===== src/include/mips_cf_cfg.svh =====
`ifndef MIPS_CF_CFG_SVH
`define MIPS_CF_CFG_SVH

// address of the first instruction fetched after reset.
`define CF_RESET_PC 32'h0000_0000

// register written with the return address by jal, bgezal and bltzal.
// jalr names its own destination in rd instead.
`define CF_LINK_REG 5'd31

`endif


===== src/rtl/mips_cf_pkg.sv =====
package mips_cf_pkg;

    typedef logic [31:0] word_t;
    typedef logic [4:0]  reg_idx_t;
    typedef logic [15:0] imm16_t;
    typedef logic [25:0] jidx_t;
    typedef logic [5:0]  opcode_t;
    typedef logic [5:0]  funct_t;

    // primary opcodes, instr[31:26].
    localparam opcode_t OP_SPECIAL = 6'h00;
    localparam opcode_t OP_REGIMM  = 6'h01;
    localparam opcode_t OP_J       = 6'h02;
    localparam opcode_t OP_JAL     = 6'h03;
    localparam opcode_t OP_BEQ     = 6'h04;
    localparam opcode_t OP_BNE     = 6'h05;
    localparam opcode_t OP_BLEZ    = 6'h06;
    localparam opcode_t OP_BGTZ    = 6'h07;

    // funct codes under OP_SPECIAL, instr[5:0].
    localparam funct_t FN_JR   = 6'h08;
    localparam funct_t FN_JALR = 6'h09;

    // regimm branches are selected by the rt field, instr[20:16].
    localparam reg_idx_t RT_BLTZ   = 5'h00;
    localparam reg_idx_t RT_BGEZ   = 5'h01;
    localparam reg_idx_t RT_BLTZAL = 5'h10;
    localparam reg_idx_t RT_BGEZAL = 5'h11;

    typedef enum logic [3:0] {
        CF_NONE,
        CF_J,
        CF_JAL,
        CF_JR,
        CF_JALR,
        CF_BEQ,
        CF_BNE,
        CF_BGEZ,
        CF_BGEZAL,
        CF_BGTZ,
        CF_BLEZ,
        CF_BLTZ,
        CF_BLTZAL
    } cf_kind_t;

    typedef enum logic {
        DEC_ACCEPT,
        DEC_COMMIT
    } dec_state_t;

endpackage


===== src/rtl/cf_stage_if.sv =====
`timescale 1ns/100ps

// decoded instruction, held by decode while it waits to commit.
interface cf_dec_if;
    import mips_cf_pkg::*;

    logic     valid;
    cf_kind_t kind;
    word_t    rs_val;
    word_t    rt_val;
    imm16_t   imm;
    jidx_t    jidx;
    reg_idx_t link_reg;

    modport dec (output valid, kind, rs_val, rt_val, imm, jidx, link_reg);
    modport exe (input valid, kind, rs_val, rt_val, imm, jidx, link_reg);
endinterface

// next pc and link data towards result, current pc back to execute.
interface cf_exe_if;
    import mips_cf_pkg::*;

    logic  valid;
    word_t next_pc;
    logic  link;
    word_t link_data;
    word_t cur_pc;

    modport exe (output valid, next_pc, link, link_data, input cur_pc);
    modport res (input valid, next_pc, link, link_data, output cur_pc);
endinterface


===== src/rtl/cf_decode.sv =====
`timescale 1ns/100ps
`include "mips_cf_cfg.svh"

module cf_decode (
    input  logic               clk,
    input  logic               rst_n,
    input  logic               instr_valid,
    input  mips_cf_pkg::word_t instr,
    input  mips_cf_pkg::word_t rs_val,
    input  mips_cf_pkg::word_t rt_val,
    output logic               instr_ready,
    cf_dec_if.dec              dec
);
    import mips_cf_pkg::*;

    dec_state_t state;
    opcode_t    opcode;
    funct_t     funct;
    reg_idx_t   rt_field;
    reg_idx_t   rd_field;
    cf_kind_t   kind_in;
    reg_idx_t   link_in;
    logic       accept;

    assign opcode   = instr[31:26];
    assign rt_field = instr[20:16];
    assign rd_field = instr[15:11];
    assign funct    = instr[5:0];

    // one instruction in flight, so ready simply means we are in accept.
    assign instr_ready = (state == DEC_ACCEPT);
    assign accept      = instr_valid && instr_ready;
    assign dec.valid   = (state == DEC_COMMIT);

    always_comb begin
        kind_in = CF_NONE;
        case (opcode)
            OP_SPECIAL: begin
                if (funct == FN_JR) begin
                    kind_in = CF_JR;
                end else if (funct == FN_JALR) begin
                    kind_in = CF_JALR;
                end
            end
            OP_REGIMM: begin
                case (rt_field)
                    RT_BLTZ:   kind_in = CF_BLTZ;
                    RT_BGEZ:   kind_in = CF_BGEZ;
                    RT_BLTZAL: kind_in = CF_BLTZAL;
                    RT_BGEZAL: kind_in = CF_BGEZAL;
                    default:   kind_in = CF_NONE;
                endcase
            end
            OP_J:    kind_in = CF_J;
            OP_JAL:  kind_in = CF_JAL;
            OP_BEQ:  kind_in = CF_BEQ;
            OP_BNE:  kind_in = CF_BNE;
            OP_BLEZ: kind_in = CF_BLEZ;
            OP_BGTZ: kind_in = CF_BGTZ;
            default: kind_in = CF_NONE;
        endcase
    end

    // jalr is the only form that names its link register.
    assign link_in = (kind_in == CF_JALR) ? rd_field : `CF_LINK_REG;

    always_ff @(posedge clk) begin
        if (!rst_n) begin
            state <= DEC_ACCEPT;
        end else if (state == DEC_ACCEPT) begin
            if (accept) begin
                state <= DEC_COMMIT;
            end
        end else begin
            state <= DEC_ACCEPT;
        end
    end

    always_ff @(posedge clk) begin
        if (accept) begin
            dec.kind     <= kind_in;
            dec.rs_val   <= rs_val;
            dec.rt_val   <= rt_val;
            dec.imm      <= instr[15:0];
            dec.jidx     <= instr[25:0];
            dec.link_reg <= link_in;
        end
    end

endmodule


===== src/rtl/cf_execute.sv =====
`timescale 1ns/100ps

module cf_execute (
    cf_dec_if.exe dec,
    cf_exe_if.exe exe
);
    import mips_cf_pkg::*;

    word_t              seq;
    word_t              br_target;
    word_t              j_target;
    logic signed [31:0] rs_s;
    logic               rs_neg;
    logic               rs_zero;
    logic               taken;

    // no delay slot, so the fall-through address is also the return address.
    assign seq       = exe.cur_pc + 32'd4;
    assign br_target = seq + {{14{dec.imm[15]}}, dec.imm, 2'b00};
    assign j_target  = {seq[31:28], dec.jidx, 2'b00};

    assign rs_s    = dec.rs_val;
    assign rs_neg  = (rs_s < 0);
    assign rs_zero = (rs_s == 0);

    always_comb begin
        case (dec.kind)
            CF_BEQ:              taken = (dec.rs_val == dec.rt_val);
            CF_BNE:              taken = (dec.rs_val != dec.rt_val);
            CF_BGEZ, CF_BGEZAL:  taken = !rs_neg;
            CF_BGTZ:             taken = !rs_neg && !rs_zero;
            CF_BLEZ:             taken = rs_neg || rs_zero;
            CF_BLTZ, CF_BLTZAL:  taken = rs_neg;
            default:             taken = 1'b0;
        endcase
    end

    // anything that is not a jump falls back on the branch decision.
    always_comb begin
        case (dec.kind)
            CF_J, CF_JAL: begin
                exe.next_pc = j_target;
            end
            CF_JR, CF_JALR: begin
                exe.next_pc = dec.rs_val;
            end
            default: begin
                exe.next_pc = taken ? br_target : seq;
            end
        endcase
    end

    // linking branches write the return address even when not taken.
    assign exe.link = (dec.kind == CF_JAL) || (dec.kind == CF_JALR) ||
                      (dec.kind == CF_BGEZAL) || (dec.kind == CF_BLTZAL);

    assign exe.link_data = seq;
    assign exe.valid     = dec.valid;

endmodule


===== src/rtl/cf_result.sv =====
`timescale 1ns/100ps
`include "mips_cf_cfg.svh"

module cf_result (
    input  logic                   clk,
    input  logic                   rst_n,
    cf_dec_if.exe                  dec,
    cf_exe_if.res                  exe,
    output mips_cf_pkg::word_t     pc,
    output logic                   link_valid,
    output mips_cf_pkg::reg_idx_t  link_reg,
    output mips_cf_pkg::word_t     link_data
);

    // the committed pc is also the base for the instruction now in execute.
    assign exe.cur_pc = pc;

    always_ff @(posedge clk) begin
        if (!rst_n) begin
            pc <= `CF_RESET_PC;
        end else if (exe.valid) begin
            pc <= exe.next_pc;
        end
    end

    // valid is only ever high for one cycle, which makes this a strobe.
    always_ff @(posedge clk) begin
        if (!rst_n) begin
            link_valid <= 1'b0;
        end else begin
            link_valid <= exe.valid && exe.link;
        end
    end

    always_ff @(posedge clk) begin
        if (exe.valid && exe.link) begin
            link_reg  <= dec.link_reg;
            link_data <= exe.link_data;
        end
    end

endmodule


===== src/rtl/mips_cf_top.sv =====
`timescale 1ns/100ps

module mips_cf_top (
    input  logic                  clk,
    input  logic                  rst_n,

    // instruction side, one word per handshake.
    input  logic                  instr_valid,
    input  mips_cf_pkg::word_t    instr,
    input  mips_cf_pkg::word_t    rs_val,
    input  mips_cf_pkg::word_t    rt_val,
    output logic                  instr_ready,

    // address of the next instruction to present.
    output mips_cf_pkg::word_t    pc,

    // register write request for the linking forms.
    output logic                  link_valid,
    output mips_cf_pkg::reg_idx_t link_reg,
    output mips_cf_pkg::word_t    link_data
);

    cf_dec_if dec_if ();
    cf_exe_if exe_if ();

    cf_decode u_decode (
        .clk         (clk),
        .rst_n       (rst_n),
        .instr_valid (instr_valid),
        .instr       (instr),
        .rs_val      (rs_val),
        .rt_val      (rt_val),
        .instr_ready (instr_ready),
        .dec         (dec_if.dec)
    );

    cf_execute u_execute (
        .dec (dec_if.exe),
        .exe (exe_if.exe)
    );

    // result takes link_reg straight from decode, alongside the execute result.
    cf_result u_result (
        .clk        (clk),
        .rst_n      (rst_n),
        .dec        (dec_if.exe),
        .exe        (exe_if.res),
        .pc         (pc),
        .link_valid (link_valid),
        .link_reg   (link_reg),
        .link_data  (link_data)
    );

endmodule


===== config.mk =====
export PLATFORM = sky130hd
export DESIGN_NAME = mips_cf_top
export DESIGN_NICKNAME = d
export VERILOG_FILES = /design/src/rtl/mips_cf_pkg.sv /design/src/rtl/cf_stage_if.sv /design/src/rtl/cf_decode.sv /design/src/rtl/cf_execute.sv /design/src/rtl/cf_result.sv /design/src/rtl/mips_cf_top.sv
export VERILOG_INCLUDE_DIRS = /design/src /design/src/include
export SDC_FILE = /design/constraint.sdc
export NUM_CORES = 1
export LEC_CHECK = 0
export BUFFER_PORTS_ARGS = -buffer_cell sky130_fd_sc_hd__buf_2
export CAP_MARGIN = 10
export CORE_ASPECT_RATIO = 0.6
export CORE_MARGIN = 10
export CORE_UTILIZATION = 52
export CTS_BUF_LIST = sky130_fd_sc_hd__clkbuf_4 sky130_fd_sc_hd__clkbuf_8
export CTS_CLUSTER_SIZE = 30
export DETAILED_ROUTE_END_ITERATION = 12
export GPL_TIMING_DRIVEN = 0
export PLACE_DENSITY = 0.81
export SETUP_SLACK_MARGIN = 0.5
export SLEW_MARGIN = 20
export SYNTH_ARGS = -nofsm -noshare
export SYNTH_HDL_FRONTEND = slang
export SYNTH_SLANG_ARGS = --single-unit
export TNS_END_PERCENT = 30

===== constraint.sdc =====
create_clock -name clk -period 5.88 [get_ports clk]
set_input_delay 0.588 -clock clk [delete_from_list [all_inputs] [get_ports clk]]
set_output_delay 0.588 -clock clk [all_outputs]
set_load 0.05 [all_outputs]

* After elaboration in Yosys (flattened, before gate mapping)
Cells that the tools add are included.
** Word-level totals
- Logic and storage cells :: 68
- Input port bits :: 99
- Output and inout port bits :: 71
- Register bits :: 186
** Operators by class
- Equal/unequal tests :: 27
- Reductions and logical operators :: 17
- Muxes and demuxes :: 8
- $lt $le $gt $ge :: 1
- Add/subtract/negate cells :: 2
- Bitwise operators :: 2
** Operators by type and width (number)
- $pmux W32 S2 :: 1
- $add A32 B3 Y32 const B :: 1
- $add A32 B32 Y32 :: 1
- $eq A32 B32 Y1 :: 1
- $logic_not A32 Y1 :: 1
- $lt A32 B1 Y1 const B :: 1
- $mux W32 :: 1
- $ne A32 B32 Y1 :: 1
- $pmux W4 S8 :: 1
- $eq A6 B3 Y1 const B :: 4
- $eq A4 B3 Y1 const B :: 5
- $eq A4 B4 Y1 const B :: 5
- $pmux W4 S4 :: 1
- $eq A6 B2 Y1 const B :: 2
- $eq A6 B4 Y1 const B :: 2
- $eq A5 B5 Y1 const B :: 2
- $reduce_or A2 Y1 :: 5
- $eq A4 B2 Y1 const B :: 2
- $eq A6 B1 Y1 const B :: 1
- $logic_not A6 Y1 :: 1
- $pmux W1 S6 :: 1
- $eq A5 B1 Y1 const B :: 1
- $logic_not A5 Y1 :: 1
- $eq A4 B1 Y1 const B :: 1
- 7 further kinds :: 14

* Logic depth before layout (Yosys ltp)
Gate-level depths: netlist of run 1.
- Word-level depth :: 6
- Depth in mapped cells :: 17
- Mapped depth without buffers :: 17

* Modules after synthesis
Synthesis of run 1 repeated with hierarchy kept, for this count alone.
** Second synthesis, totals
- Cells, all modules :: 844
- Area total of the unflattened synthesis :: 9477.8 µm²
** Modules (own cells, without submodules)
- cf_execute :: instances 1, seq. area each 0.0 µm², area an instance 3520.9 µm², cells an instance 521
- cf_decode :: instances 1, seq. area each 2992.9 µm², area an instance 3329.4 µm², cells an instance 148
- cf_result :: instances 1, seq. area each 1771.7 µm², area an instance 2627.5 µm², cells an instance 175

* Worst setup path before layout of run 1
OpenSTA, ideal clock, no wires.
- Kind :: input -> register
- Start :: input instr_valid
- End :: register u_decode.dec.jidx[0] (enable)
- Setup time :: 0.568 ns
- Stages on the path :: 1
- Setup slack :: 0.395 ns
- Arrival time :: 4.917 ns
- Path buffers :: 0
- Required time :: 5.312 ns
- Cells stage by stage :: nor2b_1
** Between the ends
- Word-level cells in the longest chain between the ends :: 1
** Ends and longest elaborated chain
- start: declaration :: line mips_cf_top.sv:8 : input logic instr_valid,
- $logic_and A1 B1 Y1 :: line cf_decode.sv:32 : assign accept = instr_valid && instr_ready;
- end signal: assignment :: line cf_decode.sv:85 : dec.jidx <= instr[25:0];
- end: declaration :: line cf_stage_if.sv:15 : modport dec (output valid, kind, rs_val, rt_val, imm, jidx, link_reg);
Every way passes these cells.
A chain may end at the register's enable or synchronous reset.

* Worst setup path in the final report of run 1
- Start :: register u_result.pc[2] (netlist: u_result.exe.cur_pc[2])
- End :: register u_result.pc[31] (netlist: u_result.exe.cur_pc[31])
** Between the ends
- Word-level cells in the longest chain between the ends :: 4
** Ends and longest elaborated chain
- start: declaration :: line cf_result.sv:9 : output mips_cf_pkg::word_t pc,
- start signal: assignment :: line cf_result.sv:20 : pc <= `CF_RESET_PC;
- start signal: assignment :: line cf_result.sv:22 : pc <= exe.next_pc;
- $add A32 B3 Y32 :: line cf_execute.sv:18 : assign seq = exe.cur_pc + 32'd4;
- net exe_if.link_data[19] :: line cf_stage_if.sv:26 : word_t link_data;
- $add A32 B32 Y32 :: line cf_execute.sv:19 : assign br_target = seq + {{14{dec.imm[15]}}, dec.imm, 2'b00};
- $mux W32 :: line cf_execute.sv:48 : exe.next_pc = taken ? br_target : seq;
- $pmux W32 S2 :: line cf_execute.sv:40 : case (dec.kind)
The timed path passes the listed nets, and every way through them passes these cells.

==> results.py, run 1 <==
metrics = {
    "synth": {
        "synth_edf_count": 136,
        "synthSimpleGateAreaFrac": 0.1338,
        "synth_top_family_by_area": "compound AO/OA/AOI/OAI gates",
        "synth-compound-area-share": 0.1459,
        "syn_nets": 903,
        "synthArstFlopShare": 0,
        "synth_ff_type": "edfxtp_1",
        "ys_ff_latch": 170,
        "yosys_warnings": 0,
        "synth_area_um2": 8736,
        "ys_types": 64,
        "ys_seq_area_frac": 0.5454,
        "synth_fa_ha_area_frac": 0.04956,
        "syn_area_per_cell_um2": 11.35,
        "synthMuxAreaShare": 0.02249,
        "syn_inst": 770,
        "synth-xor-area-share": 0.08422,
    },
    "pwr": {
        "p_switching_mw": 0.9341,
        "clockPowerShare": 0.301,
        "comb_power_share": 0.191,
        "internal_power_mw": 1.885,
        "p_leak_nw": 4.254,
        "peakVddDrop_uv": 150.4,
        "switching_share": 0.3313,
        "pwr-share-seq": 0.508,
        "cellPowerDensity_nw_per_um2": 271.5,
    },
    "global_route": {
        "grt_pass1_wl_um": 39630,
        "antenna_found_initial": 5,
        "grt_pass1_vias": 6891,
        "grt_max_degree": 29,
        "grt_overflow": 0,
        "track_usage": 0.2254,
    },
    "timing": {
        "hold_viol": 0,
        "rsz0062_at_grt": "no",
        "fin_crit_ns": 4.758,
        "worst_pin_slew_ns": 1.070,
        "finalSetupViolations": 0,
        "maxSlewHeadroom": 0.2821,
        "setup_tns_ns": 0,
        "fin_skew_ns": 0.01819,
        "fin_crit_sh": 0.8091,
        "drv_slew": 0,
        "setup_ws_ns": 1.122,
        "fmax_ghz": 0.2102,
    },
    "final_layout": {
        "syn2layout_area_growth_pct": 18.89,
        "layout.nets": 1097,
        "final_cell_area_um2": 10390,
        "fin_util": 0.6352,
        "multiInputGateArea_um2": 3821,
        "final_cells": 1208,
        "final_common_cell": "buf_2",
        "drive_gt1_frac": 0.2549,
        "final_cell_mix": "buf_2, edfxtp_1, nand2_1",
        "layout.area.seq_um2": 4765,
        "fillCellCount": 1305,
    },
    "clocking": {
        "cts.sinks": 170,
        "clock_path_buffers": 2,
        "numCtsBuffers": 17,
        "htree_levels": 4,
        "cts_tree": "done",
        "clock_latency_ns": 0.48,
        "holdBufCountCts": 0,
        "path_clk_slew_ns": 0.11,
        "cts_resized": 0,
        "root_buffer": "clkbuf_8",
        "cts_setup_buffers": 0,
    },
    "worst_setup_path": {
        "critPathSlowestCell": "nor3_1",
        "cp.arrival_ns": 5.16,
        "worstReg2RegStart": "u_result.exe.cur_pc[2]$_SDFFE_PN0P_",
        "worstSetupStartpoint": "u_result.exe.cur_pc[2]$_SDFFE_PN0P_",
        "required_ns": 6.28,
        "cp-start-kind": "register",
        "rr_endpoint": "u_result.exe.cur_pc[31]$_SDFFE_PN0P_",
        "worstPathCellList": "nand3_1 > nor3_1 > nand2_1 > nor2_1 > xor2_1 > ha_1 > a21o_1 > a31o_2 > a221oi_2 > o21ai_0 > o21bai_1 > a221oi_1 > nor3_1 > o311a_1 > nor3_1",
        "r2r_cells": 15,
        "path_class": "register to register",
        "worstSetupEndpointType": "register",
        "max_stage_delay_ns": 0.61,
        "reg2reg_slack_ns": 1.12,
        "critPathMostFrequentCell": "nor3_1",
        "cp_max_fo": 7,
    },
    "routing": {
        "ant_nets": 0,
        "vias": 7209,
        "wl_per_cell_um": 21.43,
        "dr.pass1.iters": 6,
        "drc": 0,
        "drt-initial-drc-count": 977,
        "drt_wl_total_um": 25890,
        "drt-vias-per-instance": 5.968,
    },
    "placement": {
        "dp_cells": 1173,
        "io_buffer_count": 169,
        "preCtsSetupSlack_ns": 1.276,
        "dp_hpwl_um": 20320,
        "gp_congestion": 0.9558,
        "postPlaceCellArea_um2": 9970,
    },
    "die": {
        "initial_core_util": 0.5343,
        "die_w_um": 187.3,
        "die_h_um": 120.4,
        "ios": 170,
        "row_count": 36,
        "core-area_um2": 16350,
        "die_area_um2": 22550,
    },
    "hold_path": {
        "holdPathStages": 1,
        "min_from": "rs_val[29]",
        "hold_path.class": "primary input to register",
        "min_to": "u_decode.dec.rs_val[29]$_DFFE_PP_",
    },
    "flow_run": {
        "drv_cap": 0,
    },
    "outcome": {
        "status": "completed",
    },
}
[kinds of logic (layout without fill, tap and decap cells)]
logic type,Yosys count,after routing
flops,170,170
fa+ha+maj,34,34
mux,18,18
other cells,0,3
xor+xnor,84,84
compound gates,181,181
buf+inv,40,247
simple gates,243,243
[worst max-delay path by stage]
stage,endpoint,slack [ns],cells after the start
2_1_floorplan,u_result.link_data[0]$_DFFE_PP_,1.84,2
3_3_place_gp,u_result.link_data[10]$_DFFE_PP_,0.72,4
3_5_place_dp,u_result.exe.cur_pc[31]$_SDFFE_PN0P_,1.28,15
4_1_cts,u_result.exe.cur_pc[31]$_SDFFE_PN0P_,1.24,15
5_1_grt,u_result.exe.cur_pc[31]$_SDFFE_PN0P_,0.75,15
6_report,u_result.exe.cur_pc[31]$_SDFFE_PN0P_,1.12,15
[cells in the mapped netlist (17+ instances only)]
master / instances / area [um2]
edfxtp_1: 136 / 4084
nand2_1: 81 / 304.0
xor2_1: 55 / 481.7
nor2_1: 53 / 198.9
o21ai_0: 41 / 205.2
dfxtp_1: 34 / 680.7
ha_1: 33 / 412.9
a21oi_1: 31 / 155.2
xnor2_1: 29 / 254.0
clkbuf_1: 21 / 78.83
nand3_1: 17 / 85.08
nor4_1: 17 / 106.4
[power by group through the flow]
stage	Clock, mW	Combinational (mW)	Sequential [mW]
5_1_grt	0.902	0.580	1.44
3_5_place_dp	0	0.525	1.46
2_1_floorplan	0	0.289	1.51
6_report	0.848	0.540	1.43
3_3_place_gp	0	0.508	1.46
4_1_cts	0.851	0.530	1.43
[through the flow]
| step | hold slack, ns | total power, mW |
|---|---|---|
| floorplan | 0.4003 | 1.803 |
| finish | 0.2764 | 2.820 |
| detailed placement | 0.4045 | 1.983 |
| global route | 0.2587 | 2.921 |
| CTS | 0.2609 | 2.811 |
| global placement | 0.4042 | 1.969 |
[area by class of cell]
| type | count | area share |
|---|---|---|
| tap | 228 | 0.02747 |
| inverter | 13 | 0.004698 |
| antenna | 3 | 0.0007228 |
| multi-input combinational | 560 | 0.3679 |
| sequential | 170 | 0.4587 |
| buffer | 27 | 0.01096 |
| clock buffer | 17 | 0.02253 |
| clock inverter | 15 | 0.01687 |
| timing repair buffer | 175 | 0.09011 |
[critical path, delay by kind of cell, from the launching register on]
family / cells / cell delay (ns)
AO/OA/AOI/OAI: 7 / 1.92
AND/OR/NAND/NOR: 6 / 1.51
flip-flops: 1 / 0.47
adder cells (fa/ha/maj): 1 / 0.40
XOR/XNOR: 1 / 0.39
[per-layer routing]
layer	vias to the layer above	track usage	part of all wire
met5	-	0	0.0018
met4	6	0.05266	0.011
met3	31	0.08496	0.14
met2	493	0.3165	0.40
met1	3357	0.3209	0.44
li1	3322	-	-
No activity file was read; power rests on OpenSTA's default activity.
==> run 2, diff against run 1 <==
ABC_AREA = 1   (was unset)
CORE_UTILIZATION = 59   (was 52)
PLACE_DENSITY = 0.85   (was 0.81)
clock period = 4.9 ns   (was 5.88 ns; I/O delays follow)
==> run 2 against run 1 <==
- setup slack lost 0.12 ns
- largest cell class unchanged
- highest routed layer unchanged
- hold slack lost 0.090 ns
- clock skew shrank 0.0044 ns
- largest power group unchanged
- critical path depth grew 6
- clock power grew 21%
==> results.py, run 2 <==
metrics = {
    "clocking": {
        "root_buffer": "clkbuf_8",
        "htree_levels": 4,
        "cts.sinks": 170,
        "path_clk_slew_ns": 0.11,
        "clock_latency_ns": 0.47,
        "cts_tree": "done",
        "holdBufCountCts": 0,
        "cts_resized": 0,
        "cts_setup_buffers": 0,
        "numCtsBuffers": 17,
        "clock_path_buffers": 2,
    },
    "worst_setup_path": {
        "rr_endpoint": "u_result.exe.cur_pc[23]$_SDFFE_PN0P_",
        "max_stage_delay_ns": 0.42,
        "cp.arrival_ns": 4.30,
        "path_class": "register to register",
        "critPathMostFrequentCell": "nand2_1",
        "worstReg2RegStart": "u_result.exe.cur_pc[2]$_SDFFE_PN0P_",
        "critPathSlowestCell": "dfxtp_1",
        "cp-start-kind": "register",
        "reg2reg_slack_ns": 1.01,
        "worstSetupEndpointType": "register",
        "cp_max_fo": 5,
        "required_ns": 5.31,
        "worstPathCellList": "ha_1 > nand2_1 > nor2_1 > inv_1 > nor2_1 > xnor2_1 > inv_1 > ha_1 > nand2_1 > nor2_1 > and2_1 > nand2_1 > nand2_1 > nand2_1 > nand2_1 > nand2_1 > nand2_1 > inv_1 > nand2_1 > nand3_1 > a21oi_1",
        "r2r_cells": 21,
    },
    "die": {
        "core-area_um2": 16400,
        "die_area_um2": 22710,
        "die_h_um": 120.8,
        "initial_core_util": 0.6095,
        "die_w_um": 188.0,
        "ios": 170,
        "row_count": 36,
    },
    "routing": {
        "ant_nets": 0,
        "wl_per_cell_um": 19.50,
        "drc": 0,
        "dr.pass1.iters": 5,
        "drt_wl_total_um": 32060,
        "drt-initial-drc-count": 1250,
        "vias": 9317,
        "drt-vias-per-instance": 5.667,
    },
    "pwr": {
        "peakVddDrop_uv": 160.7,
        "p_leak_nw": 5.451,
        "total_power_mw": 3.489,
        "cellPowerDensity_nw_per_um2": 299.5,
    },
    "synth": {
        "ys_ff_latch": 170,
        "ys_types": 41,
        "synth_top_cell_by_area": "edfxtp_1",
        "yosys_warnings": 0,
        "synth_area_um2": 9993,
        "yosys-top-cells-count": "nand2_1, inv_1, edfxtp_1",
        "ys_seq_area_frac": 0.4768,
        "syn_area_per_cell_um2": 8.252,
        "synth_ff_type": "edfxtp_1",
        "syn_nets": 1344,
        "synthArstFlopShare": 0,
        "synth.top_cell.area_share": 0.4087,
        "yosysMostFrequentCell": "nand2_1",
        "synth_edf_count": 136,
        "synthTopCellsByArea": "edfxtp_1, nand2_1, dfxtp_1",
        "syn_inst": 1211,
    },
    "global_route": {
        "track_usage": 0.2750,
        "grt_pass1_wl_um": 48530,
        "grt_overflow": 0,
        "grt_max_degree": 32,
        "antenna_found_initial": 2,
        "grt_pass1_vias": 8626,
    },
    "timing": {
        "rsz0062_at_grt": "no",
        "drv_slew": 0,
        "fin_crit_ns": 3.894,
        "setup_tns_ns": 0,
        "fin_crit_sh": 0.7946,
        "fin_skew_ns": 0.01377,
        "worst_pin_slew_ns": 0.8948,
        "finalSetupViolations": 0,
        "maxSlewHeadroom": 0.4034,
        "hold_viol": 0,
        "fmax_ghz": 0.2568,
    },
    "outcome": {
        "status": "completed",
    },
    "final_layout": {
        "drive_gt1_frac": 0.1787,
        "final_common_cell": "nand2_1",
        "insertedDiodeCount": 0,
        "final_cell_mix": "nand2_1, buf_2, inv_1",
        "layout.nets": 1536,
        "syn2layout_area_growth_pct": 16.56,
        "fillCellCount": 1336,
    },
    "placement": {
        "io_buffer_count": 169,
        "dp_hpwl_um": 26050,
        "gp_congestion": 0.9805,
    },
    "hold_path": {
        "holdPathStages": 1,
        "min_from": "rs_val[4]",
        "hold_path.class": "primary input to register",
        "min_to": "u_decode.dec.rs_val[4]$_DFFE_PP_",
    },
    "flow_run": {
        "drv_cap": 0,
    },
}
## run 2: changes by cell type after synthesis, moves of 8 or more
cell / delta
nand2_1: +239
inv_1: +165
nand3_1: +93
nor2_1: +49
xor2_1: -37
a21oi_1: +28
nor4_1: -16
xnor2_1: +16
and3_1: -14
a31oi_1: -13
mux2_2: -13
a21o_1: -11
a221oi_1: +10
clkbuf_1: -8
## run 2: worst max-delay path, delay by kind of cell (launching register included)
kind	cells	cell delay, ns
buffers and inverters	3	0.24
and+or+nand+nor	14	2.17
AOI/OAI and AO/OA	1	0.13
xor gates and xnor gates	1	0.20
adders and majority gates	2	0.65
DFF	1	0.42
## run 2: layout make-up
type | count | area [um2] | area share
buffer | 30 | 160.2 | 0.01375
clock buffer | 17 | 234.0 | 0.02009
clock inverter | 15 | 170.2 | 0.01461
inverter | 177 | 664.4 | 0.05704
multi-input combinational | 834 | 4429 | 0.3802
sequential | 170 | 4765 | 0.4090
tap | 228 | 285.3 | 0.02449
timing repair buffer | 173 | 940.9 | 0.08077
## run 2: where the power goes
group	internal (mW)	switching, mW	total [mW]
Sequential	1.64	0.0779	1.72
Clock	0.391	0.639	1.03
Combinational	0.248	0.492	0.740
Total	2.28	1.21	3.49
## run 2: logic make-up (layout without fill, tap and decap cells)
kind of cell	Yosys count	in the layout	synth area share
AND/OR/NAND/NOR	593	593	0.2552
adder cells (fa/ha/maj)	34	34	0.04332
flip-flops	170	170	0.4768
XOR/XNOR	63	63	0.05521
AO/OA/AOI/OAI	144	144	0.08702
buffers and inverters	207	412	0.08251
## run 2: layer usage
layer	global-route usage	wire length, um	vias to the layer above
li1	-	-	4394
met1	0.4041	14220	4264
met2	0.3876	12890	617
met3	0.08496	4521	36
met4	0.05124	350	6
met5	0.01923	86	-
## run 2: per-stage QoR
stage	setup WS [ns]	area, um2	hold slack [ns]	utilization	cells
floorplan	1.237	9996	0.4003	-	1211
global placement	0.1443	11130	0.4021	0.6786	1608
detailed placement	1.235	11240	0.4054	0.6854	1612
CTS	1.196	11640	0.1689	0.7101	1644
global route	0.7417	11650	0.1558	0.7105	1644
finish	1.006	11650	0.1865	0.7105	1644
## run 2: worst max-delay path by stage
| stage | from | to | cells after the start |
|---|---|---|---|
| finish | u_result.exe.cur_pc[2]$_SDFFE_PN0P_ | u_result.exe.cur_pc[23]$_SDFFE_PN0P_ | 21 |
| global route | u_result.exe.cur_pc[2]$_SDFFE_PN0P_ | u_result.exe.cur_pc[22]$_SDFFE_PN0P_ | 20 |
| CTS | u_result.exe.cur_pc[2]$_SDFFE_PN0P_ | u_result.exe.cur_pc[22]$_SDFFE_PN0P_ | 20 |
| detailed placement | u_result.exe.cur_pc[2]$_SDFFE_PN0P_ | u_result.exe.cur_pc[22]$_SDFFE_PN0P_ | 20 |
| global placement | u_decode.dec.valid$_SDFF_PP0_ | u_decode.dec.jidx[9]$_DFFE_PP_ | 3 |
| floorplan | u_decode.dec.valid$_SDFF_PP0_ | u_decode.dec.jidx[0]$_DFFE_PP_ | 3 |
